File: src/logic/camera_ctrl_pkg.sv
// Shared types and constants that the camera control modules and testbench reach by scoped name
package camera_ctrl_pkg;

    // Countdown width, the timer register carries one more bit for expiry
    localparam int unsigned timer_width = 24;

    // Reload value used in the board build
    localparam int unsigned default_long_count = 2 ** 22;

    // Heartbeat blink window inside the free-running counter
    localparam int unsigned default_heartbeat_low = 19;
    localparam int unsigned default_heartbeat_high = 25;

    // Bring-up states of the control FSM
    typedef enum logic [2:0] {
        power_down  = 3'd0,
        configuring = 3'd1,
        running     = 3'd2,
        error       = 3'd3
    } control_state_t;

    // One LED per active state
    typedef logic [2:0] state_leds_t;

    localparam state_leds_t leds_off = 3'b000;
    localparam state_leds_t leds_configuring = 3'b001;
    localparam state_leds_t leds_running = 3'b010;
    localparam state_leds_t leds_error = 3'b100;

endpackage
File: src/logic/camera_ctrl_top.sv
// Top level of the badge camera control that sets timing parameters and joins both blocks
module camera_ctrl_top #(
    parameter int unsigned long_count = camera_ctrl_pkg::default_long_count,
    parameter int unsigned heartbeat_low = camera_ctrl_pkg::default_heartbeat_low,
    parameter int unsigned heartbeat_high = camera_ctrl_pkg::default_heartbeat_high
) (
    input  logic clock_48mhz,
    input  logic reset,

    // Buttons, active low
    input  logic retry_button,
    input  logic pause_button,
    input  logic refresh_button,
    input  logic reload_button,

    // Status levels from the LCD and camera blocks
    input  logic lcd_running,
    input  logic lcd_busy,
    input  logic camera_idle,
    input  logic camera_busy,
    input  logic camera_error,
    input  logic camera_image_transfer,

    // Commands and indicators
    output logic camera_configure,
    output logic camera_start,
    output logic refresh,
    output camera_ctrl_pkg::state_leds_t state_leds,
    output logic heartbeat_led,
    output logic camera_xclk,
    output logic programn
);

    board_housekeeping #(
        .heartbeat_low(heartbeat_low),
        .heartbeat_high(heartbeat_high)
    ) housekeeping (
        .clock_48mhz(clock_48mhz),
        .reset(reset),
        .reload_button(reload_button),
        .programn(programn),
        .camera_xclk(camera_xclk),
        .heartbeat_led(heartbeat_led)
    );

    // Bring-up and refresh control
    camera_bringup_sequencer #(
        .long_count(long_count)
    ) sequencer (
        .clock_48mhz(clock_48mhz),
        .reset(reset),
        .retry_button(retry_button),
        .pause_button(pause_button),
        .refresh_button(refresh_button),
        .lcd_running(lcd_running),
        .lcd_busy(lcd_busy),
        .camera_idle(camera_idle),
        .camera_busy(camera_busy),
        .camera_error(camera_error),
        .camera_image_transfer(camera_image_transfer),
        .camera_configure(camera_configure),
        .camera_start(camera_start),
        .refresh(refresh),
        .state_leds(state_leds)
    );

endmodule

File: src/logic/camera_bringup_sequencer.sv
// Camera and LCD bring-up FSM that issues camera commands and paced LCD refresh requests
module camera_bringup_sequencer #(
    parameter int unsigned long_count = 4194304
) (
    input  logic clock_48mhz,
    input  logic reset,
    input  logic retry_button,
    input  logic pause_button,
    input  logic refresh_button,
    input  logic lcd_running,
    input  logic lcd_busy,
    input  logic camera_idle,
    input  logic camera_busy,
    input  logic camera_error,
    input  logic camera_image_transfer,
    output logic camera_configure,
    output logic camera_start,
    output logic refresh,
    output camera_ctrl_pkg::state_leds_t state_leds
);

    localparam int unsigned timer_bits = camera_ctrl_pkg::timer_width + 1;

    // Reload value sized to the timer including its expiry bit
    localparam logic [camera_ctrl_pkg::timer_width:0] timer_reload =
        timer_bits'(long_count);

    camera_ctrl_pkg::control_state_t control_state;

    logic [camera_ctrl_pkg::timer_width:0] control_timer;
    logic timer_expired;
    logic system_idle;
    logic camera_ready;

    // Top bit sets when the count passes zero
    assign timer_expired = control_timer[camera_ctrl_pkg::timer_width];

    // Nothing in the image path may be moving when a refresh goes out
    assign system_idle = !camera_busy && !lcd_busy && !camera_image_transfer;

    assign camera_ready = camera_idle && !camera_busy;

    always_ff @(posedge clock_48mhz) begin
        if (reset) begin
            control_state <= camera_ctrl_pkg::power_down;
            control_timer <= timer_reload;
            camera_configure <= 1'b0;
            camera_start <= 1'b0;
            refresh <= 1'b0;
        end else begin
            // Strobes last a single cycle
            camera_configure <= 1'b0;
            refresh <= 1'b0;

            // Count down until expired, then hold
            if (!timer_expired) begin
                control_timer <= control_timer - 1'b1;
            end

            case (control_state)
                camera_ctrl_pkg::power_down: begin
                    // Give the camera time to power up before configuring
                    if (timer_expired) begin
                        camera_configure <= 1'b1;
                        control_state <= camera_ctrl_pkg::configuring;
                    end
                end

                camera_ctrl_pkg::configuring: begin
                    // No LCD means nothing useful can happen, so just wait
                    if (lcd_running) begin
                        if (camera_ready) begin
                            camera_start <= 1'b1;
                            control_timer <= timer_reload;
                            control_state <= camera_ctrl_pkg::running;
                        end else if (camera_error) begin
                            camera_start <= 1'b0;
                            control_timer <= timer_reload;
                            control_state <= camera_ctrl_pkg::error;
                        end
                    end
                end

                camera_ctrl_pkg::running: begin
                    // Timer paces refreshes and pause sampling
                    if (timer_expired) begin
                        if (!refresh_button && system_idle) begin
                            refresh <= 1'b1;
                            control_timer <= timer_reload;
                        end
                        // Pause button held low stops the camera
                        camera_start <= pause_button;
                    end
                end

                camera_ctrl_pkg::error: begin
                    // Retry only after the hold-off
                    if (timer_expired && !retry_button) begin
                        control_timer <= timer_reload;
                        control_state <= camera_ctrl_pkg::power_down;
                    end
                end

                default: begin
                    control_state <= camera_ctrl_pkg::power_down;
                    control_timer <= timer_reload;
                end
            endcase
        end
    end

    // State LEDs trail the state by one cycle
    always_ff @(posedge clock_48mhz) begin
        if (reset) begin
            state_leds <= camera_ctrl_pkg::leds_off;
        end else begin
            case (control_state)
                camera_ctrl_pkg::configuring: begin
                    state_leds <= camera_ctrl_pkg::leds_configuring;
                end
                camera_ctrl_pkg::running: begin
                    state_leds <= camera_ctrl_pkg::leds_running;
                end
                camera_ctrl_pkg::error: begin
                    state_leds <= camera_ctrl_pkg::leds_error;
                end
                default: begin
                    state_leds <= camera_ctrl_pkg::leds_off;
                end
            endcase
        end
    end

endmodule

File: src/logic/board_housekeeping.sv
// Board support logic for FPGA reload request, camera clock and heartbeat LED
module board_housekeeping #(
    parameter int unsigned heartbeat_low = 19,
    parameter int unsigned heartbeat_high = 25
) (
    input  logic clock_48mhz,
    input  logic reset,
    input  logic reload_button,
    output logic programn,
    output logic camera_xclk,
    output logic heartbeat_led
);

    logic fpga_reload;
    logic xclk_toggle;
    logic [heartbeat_high:0] heartbeat_counter;

    // Reload request sticks once the button is seen low
    always_ff @(posedge clock_48mhz) begin
        if (reset) begin
            fpga_reload <= 1'b0;
        end else if (!reload_button) begin
            fpga_reload <= 1'b1;
        end
    end

    assign programn = !fpga_reload;

    // Half-rate camera clock, 24 MHz on the board
    always_ff @(posedge clock_48mhz) begin
        if (reset) begin
            xclk_toggle <= 1'b0;
        end else begin
            xclk_toggle <= !xclk_toggle;
        end
    end

    assign camera_xclk = xclk_toggle;

    // Free-running counter for the heartbeat
    always_ff @(posedge clock_48mhz) begin
        if (reset) begin
            heartbeat_counter <= '0;
        end else begin
            heartbeat_counter <= heartbeat_counter + 1'b1;
        end
    end

    // Short blink while the upper window of the counter is all zero
    assign heartbeat_led = (heartbeat_counter[heartbeat_high:heartbeat_low] == '0);

endmodule

File: config.mk
export PLATFORM = sky130hd
export DESIGN_NAME = camera_ctrl_top
export DESIGN_NICKNAME = d
export VERILOG_FILES = /design/src/logic/camera_ctrl_pkg.sv /design/src/logic/camera_ctrl_top.sv /design/src/logic/camera_bringup_sequencer.sv /design/src/logic/board_housekeeping.sv
export SDC_FILE = /design/constraint.sdc
export NUM_CORES = 1
export LEC_CHECK = 0
export BUFFER_PORTS_ARGS = -buffer_cell sky130_fd_sc_hd__buf_2
export CAP_MARGIN = 10
export CORE_MARGIN = 2
export CORE_UTILIZATION = 50
export DETAILED_ROUTE_END_ITERATION = 6
export GPL_TIMING_DRIVEN = 0
export MAX_ROUTING_LAYER = met4
export PLACE_DENSITY = 0.68
export SETUP_SLACK_MARGIN = 0.4
export SYNTH_ARGS = -nofsm -noshare
export SYNTH_HDL_FRONTEND = slang
export SYNTH_SLANG_ARGS = --single-unit
File: constraint.sdc
create_clock -name clock_48mhz -period 2.4 [get_ports clock_48mhz]
set_clock_uncertainty 0.15 [all_clocks]
set_input_delay 0.72 -clock clock_48mhz [delete_from_list [all_inputs] [get_ports clock_48mhz]]
set_output_delay 0.72 -clock clock_48mhz [all_outputs]
set_load 0.05 [all_outputs]
==> flow_metrics.tcl, run 1 <==
set metrics [dict create \
    arrival_ns 1.61 \
    maxSlewHeadroom_pct 53.7 \
    grt_pass1_vias 2268 \
    synth_area_leaders "dfxtp_1 (45%), a21oi_1 (5.8%), nor2_1 (4.6%)" \
    critPathKind "register to output pin" \
    cts_tree "done" \
    met2_length_um 3090 \
    internal_power_mw 2.29 \
    finalWorstSetupSlack_ns -0.0848 \
    globalplace.congestion 0.802 \
    cts_buffer_depth 2 \
    via_count 2404 \
    die_width_um 77.4 \
    maxCapViolations 0 \
    cts_buffers 9 \
    required_ns 1.53 \
    path_clk_slew_ns 0.07 \
    period_share_pct 104 \
    p_leak_nw 1.31 \
    wl_met3_um 133 \
    yosys-top-cells-count "dfxtp_1 (61), nor2_1 (33), a21oi_1 (31)" \
    clk_latency_ns 0.33 \
    synth.cell_area_sq_um 2690 \
    synthArstFlopShare_pct 0 \
    ff2ff_path_depth 6 \
    drt_iter0_markers 103 \
    ant_nets 0 \
    path_max_fanout 5 \
    synth_edf_count 0 \
    rrSetupSlack_ns 0.31 \
    startpoint_type "register" \
    r2r_end "housekeeping.heartbeat_counter[19]" \
    avgSynthCellArea_sq_um 8.77 \
    swShare_pct 35.1 \
    worst_ir_drop_vdd_mv 0.883 \
    ios 21 \
    vias_per_cell 5.49 \
    grt_pass1_wl_um 10100 \
    maxSlewViolCount 0 \
    startpoint "housekeeping.heartbeat_counter[22]" \
    grt_max_degree 12 \
    post_synth_num_cell_types 36 \
    synth_nets 321 \
    final_util_pct 71.6 \
    p_clk_share_pct 26.8 \
    min_period_ns 2.48 \
    ys_seq_elements 61 \
    synth_top_area_cell "dfxtp_1" \
    end_kind "output pin" \
    core_area_sq_um 5140 \
    wl_um 6240 \
    timing.fmax_mhz 402 \
    die-area_sq_um 5990 \
    hold_viol 0 \
    grt_overflow 0 \
    antenna_found_initial 0 \
    m1WireLength_um 2910 \
    crit_end "heartbeat_led" \
    port_buffers 19 \
    cts.htree.levels 3 \
    synth_flop_cell "dfxtp_1" \
    dr.pass1.iters 4 \
    rsz0062_at_grt "yes" \
    syn_to_final_growth_pct 36.6 \
    wl_per_cell_um 14.3 \
    total_power_mw 3.53 \
    synth_cells 307 \
    dp_hpwl_um 3650 \
    seq_area_frac_synth_pct 45.3 \
    p_seq_share_pct 39.6 \
    violations "negative setup slack" \
    power.switching_mw 1.24 \
    synth_most_common_cell "dfxtp_1" \
    nNetsFinal 377 \
    hold_path_startpoint "housekeeping.camera_xclk" \
    worst_pin_slew_ns 0.695 \
    rr_startpoint "housekeeping.heartbeat_counter[6]" \
    setup_violations 1 \
    cts_sinks 61 \
    top_layer_used "met4" \
    die_h_um 77.4 \
    start_util_pct 52.4 \
    status "finished with violations" \
    drive_gt1_share_pct 41.8 \
    powerDensity_nw_per_um2 959 \
    grtUsageTotal_pct 21.4 \
    hold_class "register to register" \
    yosysWarnings 0 \
    yosys.area.top_type_share_pct 45.3 \
    pwr-share-comb_pct 33.6 \
    num_rows 26 \
    cts-root-buf "clkbuf_8" \
    drc 0 \
    diodes 0 \
]
[logic make-up (layout without fill, tap and decap cells)]
logic type,after synthesis,in the layout,share of synthesized area [%]
adder cells (fa/ha/maj),2,2,0.929
AO/OA/AOI/OAI,64,64,14.0
AND/OR/NAND/NOR,133,133,28.6
XOR/XNOR,20,20,6.50
flip-flops,61,61,45.3
buffers and inverters,27,88,4.69
[stage by stage]
stage	hold WS, ns	instances	instance area (sq um)	TNS (ns)	setup slack (ns)
final	0.284	438	3680	-0.0848	-0.0848
after global routing	0.309	438	3680	-0.119	-0.119
after CTS	0.292	433	3400	-0.0829	-0.0829
after detailed placement	0.280	396	2940	-1.34	-0.0956
after global placement	0.240	396	2940	-1.12	-0.0828
after floorplan	0.271	307	2760	0	0.108
[cells in the final DEF, fill, tap and decap left out, types with 5 or more instances in the layout]
| cell type | n |
|---|---|
| nand2_1 | 12 |
| clkbuf_1 | 5 |
| o31ai_1 | 11 |
| o21ai_0 | 10 |
| dfxtp_4 | 9 |
| buf_2 | 18 |
| or3_4 | 7 |
| or3_1 | 9 |
| a21oi_2 | 19 |
| dfxtp_2 | 15 |
| inv_1 | 12 |
| nor2_1 | 33 |
| nand4_1 | 9 |
| clkbuf_8 | 12 |
| buf_4 | 20 |
| dfxtp_1 | 37 |
| xnor2_1 | 8 |
| nor3_1 | 7 |
| or4_1 | 7 |
| nand3_1 | 8 |
| a21oi_1 | 12 |
| xor2_1 | 12 |
| or4_4 | 9 |
| buf_6 | 9 |
[critical path, cell delays in order (launching register included)]
cell     delay (ns)
dfxtp_2        0.34
or4_4          0.54
nor4_4         0.19
buf_6          0.20
[metal layers]
layer	GRT usage, %	vias to the layer above
met5	-	-
met4	9.64	0
met3	4.19	14
met2	34.0	31
met1	26.5	1134
li1	-	1225
[power by group through the flow]
| stage | Clock (mW) | Sequential, mW | Combinational [mW] |
|---|---|---|---|
| final | 0.946 | 1.40 | 1.19 |
| after global placement | 0 | 1.38 | 0.963 |
| after CTS | 0.968 | 1.37 | 1.12 |
| after detailed placement | 0 | 1.39 | 0.989 |
| after global routing | 1.00 | 1.43 | 1.33 |
| after floorplan | 0 | 1.36 | 0.811 |
[layout make-up]
class	instances	area, sq um
inverters	14	52.6
well taps	70	87.6
fillers	387	1460
plain buffers	13	120
clock inverters	5	58.8
repair buffers	45	312
multi-input cells	219	1620
flip-flops and latches	61	1270
clock buffers	11	151
[state kept, by name, summed over array words and instances (netlist names)]
name and flops:
sequencer.camera_configure 1, sequencer.camera_start 1, housekeeping.camera_xclk 1, housekeeping.fpga_reload 1, sequencer.control_timer 25, sequencer.state_leds 3
sequencer.refresh 1, sequencer.control_state 2, housekeeping.heartbeat_counter 26
[timing repair]
action	4_1_cts	5_1_grt
pin swaps	15	27
gates resized for setup	30	70
setup endpoints to repair	37	26
hold buffers	0	0
setup buffers	19	5
gates cloned	2	0
[worst min-delay path by stage]
| stage | end | slack [ns] | cells after the start |
|---|---|---|---|
| after floorplan | housekeeping.heartbeat_counter[0] | 0.27 | 1 |
| after global placement | housekeeping.camera_xclk | 0.24 | 1 |
| after detailed placement | housekeeping.camera_xclk | 0.28 | 1 |
| after CTS | housekeeping.camera_xclk | 0.29 | 1 |
| after global routing | housekeeping.camera_xclk | 0.31 | 1 |
| final | housekeeping.camera_xclk | 0.28 | 1 |
(Power assumes the default switching activity.)
==> inputs of run 2 (changes only) <==
clock period = 2.8 ns   (was 2.4 ns; I/O delays follow)
==> run 2 against run 1 <==
  * The run now ends clean
  * Hold slack worse by 0.033 ns
  * Sequential power decreased by 16%
  * Cell area shrank 15%
  * Die area unchanged
  * Register-to-register slack improved by 0.23 ns
  * Sequential share of layout area rose by 4.2 points
  * Non-clock buffer count shrank 26
  * Total power shrank 19%
  * Flip-flop and latch count is the same
  * Global-route usage fell by 1.9 points
  * Critical path type unchanged
  * Critical endpoint unchanged
==> flow_metrics.tcl, run 2 (synthesized netlist as in run 1, its figures left out) <==
set metrics [dict create \
    path_max_fanout 5 \
    start_util_pct 52.4 \
    vias_per_cell 5.50 \
    worst_ir_drop_vdd_mv 0.805 \
    swShare_pct 33.1 \
    wl_um 5190 \
    dp_hpwl_um 3610 \
    syn_to_final_growth_pct 16.6 \
    globalplace.congestion 0.823 \
    p_leak_nw 1.11 \
    path_clk_slew_ns 0.07 \
    die_width_um 77.4 \
    fin_hold_ws_ns 0.251 \
    r2r_end "housekeeping.heartbeat_counter[22]" \
    maxCapViolations 0 \
    cts.htree.levels 3 \
    ant_nets 0 \
    maxSlewHeadroom_pct 66.3 \
    drive_gt1_share_pct 16.7 \
    antenna_found_initial 0 \
    grt_overflow 0 \
    cts_buffer_depth 2 \
    ios 21 \
    ctsHoldBuffers 0 \
    wl_per_cell_um 12.6 \
    top_regs "housekeeping.heartbeat_counter (26), sequencer.control_timer (25), sequencer.state_leds (3)" \
    cts_tree "done" \
    layout_commonest_cell "dfxtp_1" \
    worst_pin_slew_ns 0.501 \
    drc 0 \
    hold_end "housekeeping.camera_xclk" \
    port_buffers 19 \
    cts-root-buf "clkbuf_8" \
    hold_class "register to register" \
    internal_power_mw 1.90 \
    core_area_sq_um 5140 \
    regMostFlops "housekeeping.heartbeat_counter" \
    cts_buffers 9 \
    largest_register_ffs 26 \
    die-area_sq_um 5990 \
    pre_cts_ws_ns 0.205 \
    maxSlewViolCount 0 \
    grtUsageTotal_pct 19.5 \
    dpl-instance-area_sq_um 2900 \
    arrival_ns 1.59 \
    pwr-share-comb_pct 27.9 \
    power.switching_uw 941 \
    p_clk_share_pct 30.8 \
    rsz0062_at_grt "yes" \
    hold_path_startpoint "housekeeping.camera_xclk" \
    grt_max_degree 11 \
    clk_latency_ns 0.33 \
    startpoint_type "register" \
    timing.fmax_mhz 388 \
    total_power_mw 2.84 \
    grt_pass1_wl_um 9110 \
    nNetsFinal 351 \
    powerDensity_nw_per_um2 905 \
    end_kind "output pin" \
    diodes 0 \
    cts-resized-gates 3 \
    status "finished clean" \
    ff2ff_path_depth 6 \
    die_h_um 77.4 \
    num_rows 26 \
    p_seq_share_pct 41.3 \
    hold_depth 1 \
    rr_startpoint "housekeeping.heartbeat_counter[0]" \
    grt_pass1_vias 2078 \
    drt_iter0_markers 108 \
    final_area_sq_um 3140 \
    finalWorstSetupSlack_ns 0.225 \
    layout_common_cells "dfxtp_1 (61), nor2_1 (33), a21oi_1 (31), buf_2 (19), or3_1 (16)" \
    cts_sinks 61 \
    via_count 2265 \
    period_share_pct 92.0 \
    dr.pass1.iters 4 \
    critPathKind "register to output pin" \
    hold_viol 0 \
    finalSetupTns_ns 0 \
    required_ns 1.81 \
    setup_violations 0 \
    rrSetupSlack_ns 0.54 \
    post_cts_buffers 0 \
    min_period_ns 2.58 \
]
## run 2: power by group through the flow
stage,Sequential [mW],Combinational [mW],Clock [mW]
after floorplan,1.16,0.652,0
after global placement,1.19,0.779,0
after detailed placement,1.19,0.792,0
after CTS,1.17,0.800,0.900
after global routing,1.20,0.908,0.940
final,1.17,0.793,0.875
## run 2: final cells by class
type                       instances  area [sq um]
fill                             452          2000
sequential                        61          1220
buffer                            13          82.6
multi-input combinational        219          1370
clock buffer                      12           155
tap                               70          87.6
clock inverter                     4          70.1
inverter                          14          52.6
timing repair buffer              19           101
## run 2: critical path, cell delays in order (launching register included)
cell and delay (ns):
dfxtp_1 0.34, or4_4 0.55, nor4_4 0.17, buf_6 0.20
## run 2: through the flow
stage	utilization, %	std cells
6_report	61.1	412
3_3_place_gp	56.5	396
3_5_place_dp	56.5	396
5_1_grt	61.1	412
2_1_floorplan	-	307
4_1_cts	61.1	412
## run 2: worst max path at each step
stage	startpoint	to	slack, ns	cells past startpoint
after floorplan	housekeeping.heartbeat_counter[22]	heartbeat_led	0.39	2
after global placement	camera_busy	sequencer.control_timer[20]	0.19	6
after detailed placement	camera_busy	sequencer.control_timer[20]	0.21	6
after CTS	housekeeping.heartbeat_counter[22]	heartbeat_led	0.19	3
after global routing	housekeeping.heartbeat_counter[22]	heartbeat_led	0.12	3
final	housekeeping.heartbeat_counter[22]	heartbeat_led	0.22	3
## run 2: metal layers
layer  GRT usage, %  routed length (um)
met3           6.28                 159
met2           31.0                2380
met1           23.2                2590
met5              -                   0
met4           7.50                  61
==> inputs of run 3 (changes only) <==
CORE_ASPECT_RATIO = 1.5   (was default)
SKIP_LAST_GASP = 1   (was default)
==> run 3 against run 2 <==
  * Core utilization is 0.76 points lower
  * Die area is 0.20% higher
  * Maximum frequency hardly changed
  * Critical endpoint unchanged
  * Largest cell class unchanged
  * Largest power group unchanged
  * Highest routed layer unchanged
==> flow_metrics.tcl, run 3 (synthesized netlist as in run 1, its figures left out) <==
set metrics [dict create \
    internal_power_mw 1.77 \
    grt_pass1_wl_um 9640 \
    p_seq_share_pct 42.7 \
    nNetsFinal 351 \
    min_period_ns 2.58 \
    dp.cells 394 \
    post_cts_buffers 0 \
    required_ns 1.81 \
    rr_startpoint "housekeeping.heartbeat_counter[0]" \
    path_max_fanout 5 \
    final_area_sq_um 3120 \
    cts-root-buf "clkbuf_8" \
    power.switching_uw 982 \
    maxSlewViolCount 0 \
    end_kind "output pin" \
    r2r_end "housekeeping.heartbeat_counter[24]" \
    worst_pin_slew_ns 0.490 \
    hold_depth 1 \
    worst_ir_drop_vdd_mv 0.603 \
    die_width_um 63.9 \
    fin_hold_ws_ns 0.257 \
    regArea_sq_um 1220 \
    cts_buffers 9 \
    startpoint_type "register" \
    cts_tree "done" \
    setup_violations 0 \
    crit_end "heartbeat_led" \
    layout_commonest_cell "dfxtp_1" \
    multi_input_area_sq_um 1370 \
    start_util_pct 52.2 \
    layout_common_cells "dfxtp_1 (60), nor2_1 (33), a21oi_1 (31), buf_2 (19), or3_1 (16)" \
    ff2ff_path_depth 6 \
    rrSetupSlack_ns 0.58 \
    die-area_sq_um 6000 \
    hold_viol 0 \
    arrival_ns 1.59 \
    cts_sinks 61 \
    finalWorstSetupSlack_ns 0.223 \
    worstPathCellList "or4_4 > nor4_4 > buf_6" \
    rsz0062_at_grt "yes" \
    grtUsageTotal_pct 21.1 \
    dpl-instance-area_sq_um 2900 \
    syn_to_final_growth_pct 15.7 \
    cts_buffer_depth 2 \
    clk_latency_ns 0.35 \
    grt_max_degree 13 \
    wl_um 5200 \
    dp_hpwl_um 3750 \
    maxCapViolations 0 \
    maxSlewHeadroom_pct 67.1 \
    swShare_pct 35.7 \
    pwr-share-comb_pct 29.2 \
    grt_pass1_vias 2285 \
    port_buffers 19 \
    antenna_found_initial 0 \
    cts.htree.levels 3 \
    path_clk_slew_ns 0.07 \
    via_count 2256 \
    p_clk_share_pct 28.2 \
    regMostFlops "housekeeping.heartbeat_counter" \
    hold_class "register to register" \
    diodes 0 \
    ant_nets 0 \
    finalSetupTns_ns 0 \
    p_leak_nw 1.09 \
    grt_overflow 0 \
    drive_gt1_share_pct 17.3 \
    wl_per_cell_um 12.7 \
    cp_slowest_stage_delay_ns 0.54 \
    powerDensity_nw_per_um2 882 \
    core_area_sq_um 5160 \
    vias_per_cell 5.50 \
    period_share_pct 92.0 \
    critPathKind "register to output pin" \
    ios 21 \
    largest_register_ffs 26 \
    startpoint "housekeeping.heartbeat_counter[22]" \
    top_regs "housekeeping.heartbeat_counter (26), sequencer.control_timer (25), sequencer.state_leds (3)" \
    dr.pass1.iters 4 \
    status "finished clean" \
    drc 0 \
    num_rows 32 \
    die_h_um 93.9 \
    finalNonFillerCells 410 \
    critical_path.slowest_cell "or4_4" \
    fillers 455 \
    pre_cts_ws_ns 0.200 \
    globalplace.congestion 0.861 \
    timing.fmax_mhz 388 \
    drt_iter0_markers 127 \
]
==> run 3: changes by cell type in the layout (fill, tap and decap cells not counted), sizes merged <==
| cell | change |
|---|---|
| clkinvlp | +2 |
| bufinv | -1 |
| clkinv | +2 |
| clkbuf | -3 |
==> run 3: worst min path at each step <==
stage	startpoint	to	slack, ns
after CTS	housekeeping.camera_xclk	housekeeping.camera_xclk	0.26
after floorplan	housekeeping.heartbeat_counter[0]	housekeeping.heartbeat_counter[0]	0.29
after global routing	housekeeping.camera_xclk	housekeeping.camera_xclk	0.27
after detailed placement	housekeeping.camera_xclk	housekeeping.camera_xclk	0.24
after global placement	housekeeping.camera_xclk	housekeeping.camera_xclk	0.24
final	housekeeping.camera_xclk	housekeeping.camera_xclk	0.26
==> run 3: power groups by stage <==
stage          clock (mW)  sequential (mW)  combinational, mW
2_1_floorplan           0             1.16              0.652
3_3_place_gp            0             1.18              0.782
3_5_place_dp            0             1.19              0.800
4_1_cts             0.801             1.17              0.808
5_1_grt             0.836             1.21              0.933
6_report            0.775             1.17              0.802
==> run 3: metal layers <==
metal	GRT usage, %	wire length [um]	share of wire [%]	up-vias
met3	5.64	175	3.4	9
met4	11.6	93	1.8	0
li1	-	-	-	1173
met5	-	0	0	-
met2	36.9	2840	55	24
met1	21.1	2090	40	1050
==> run 3: area by class of cell <==
| class | count | share of cell area [%] |
|---|---|---|
| Multi-Input combinational cell | 219 | 44.1 |
| Sequential cell | 61 | 39.2 |
| Clock buffer | 9 | 3.97 |
| Timing Repair Buffer | 19 | 3.25 |
| Tap cell | 68 | 2.73 |
| Buffer | 13 | 2.65 |
| Clock inverter | 7 | 2.45 |
| Inverter | 14 | 1.69 |
==> run 3: repair_timing <==
action,CTS,global route
resized for setup,4,3
pin swaps,0,0
endpoints found under the setup margin,1,7
hold buffers,0,0
==> run 3: stage by stage <==
stage | total power [mW] | utilization, %
5_1_grt | 2.97 | 60.4
6_report | 2.75 | 60.4
3_3_place_gp | 1.97 | 56.2
4_1_cts | 2.78 | 60.2
3_5_place_dp | 1.99 | 56.2
2_1_floorplan | 1.82 | -
==> run 3: worst max-delay path, delay by kind of cell (launching register included) <==
family / cells / cell delay, ns
buf+inv: 1 / 0.19
flops: 1 / 0.34
simple gates: 2 / 0.70
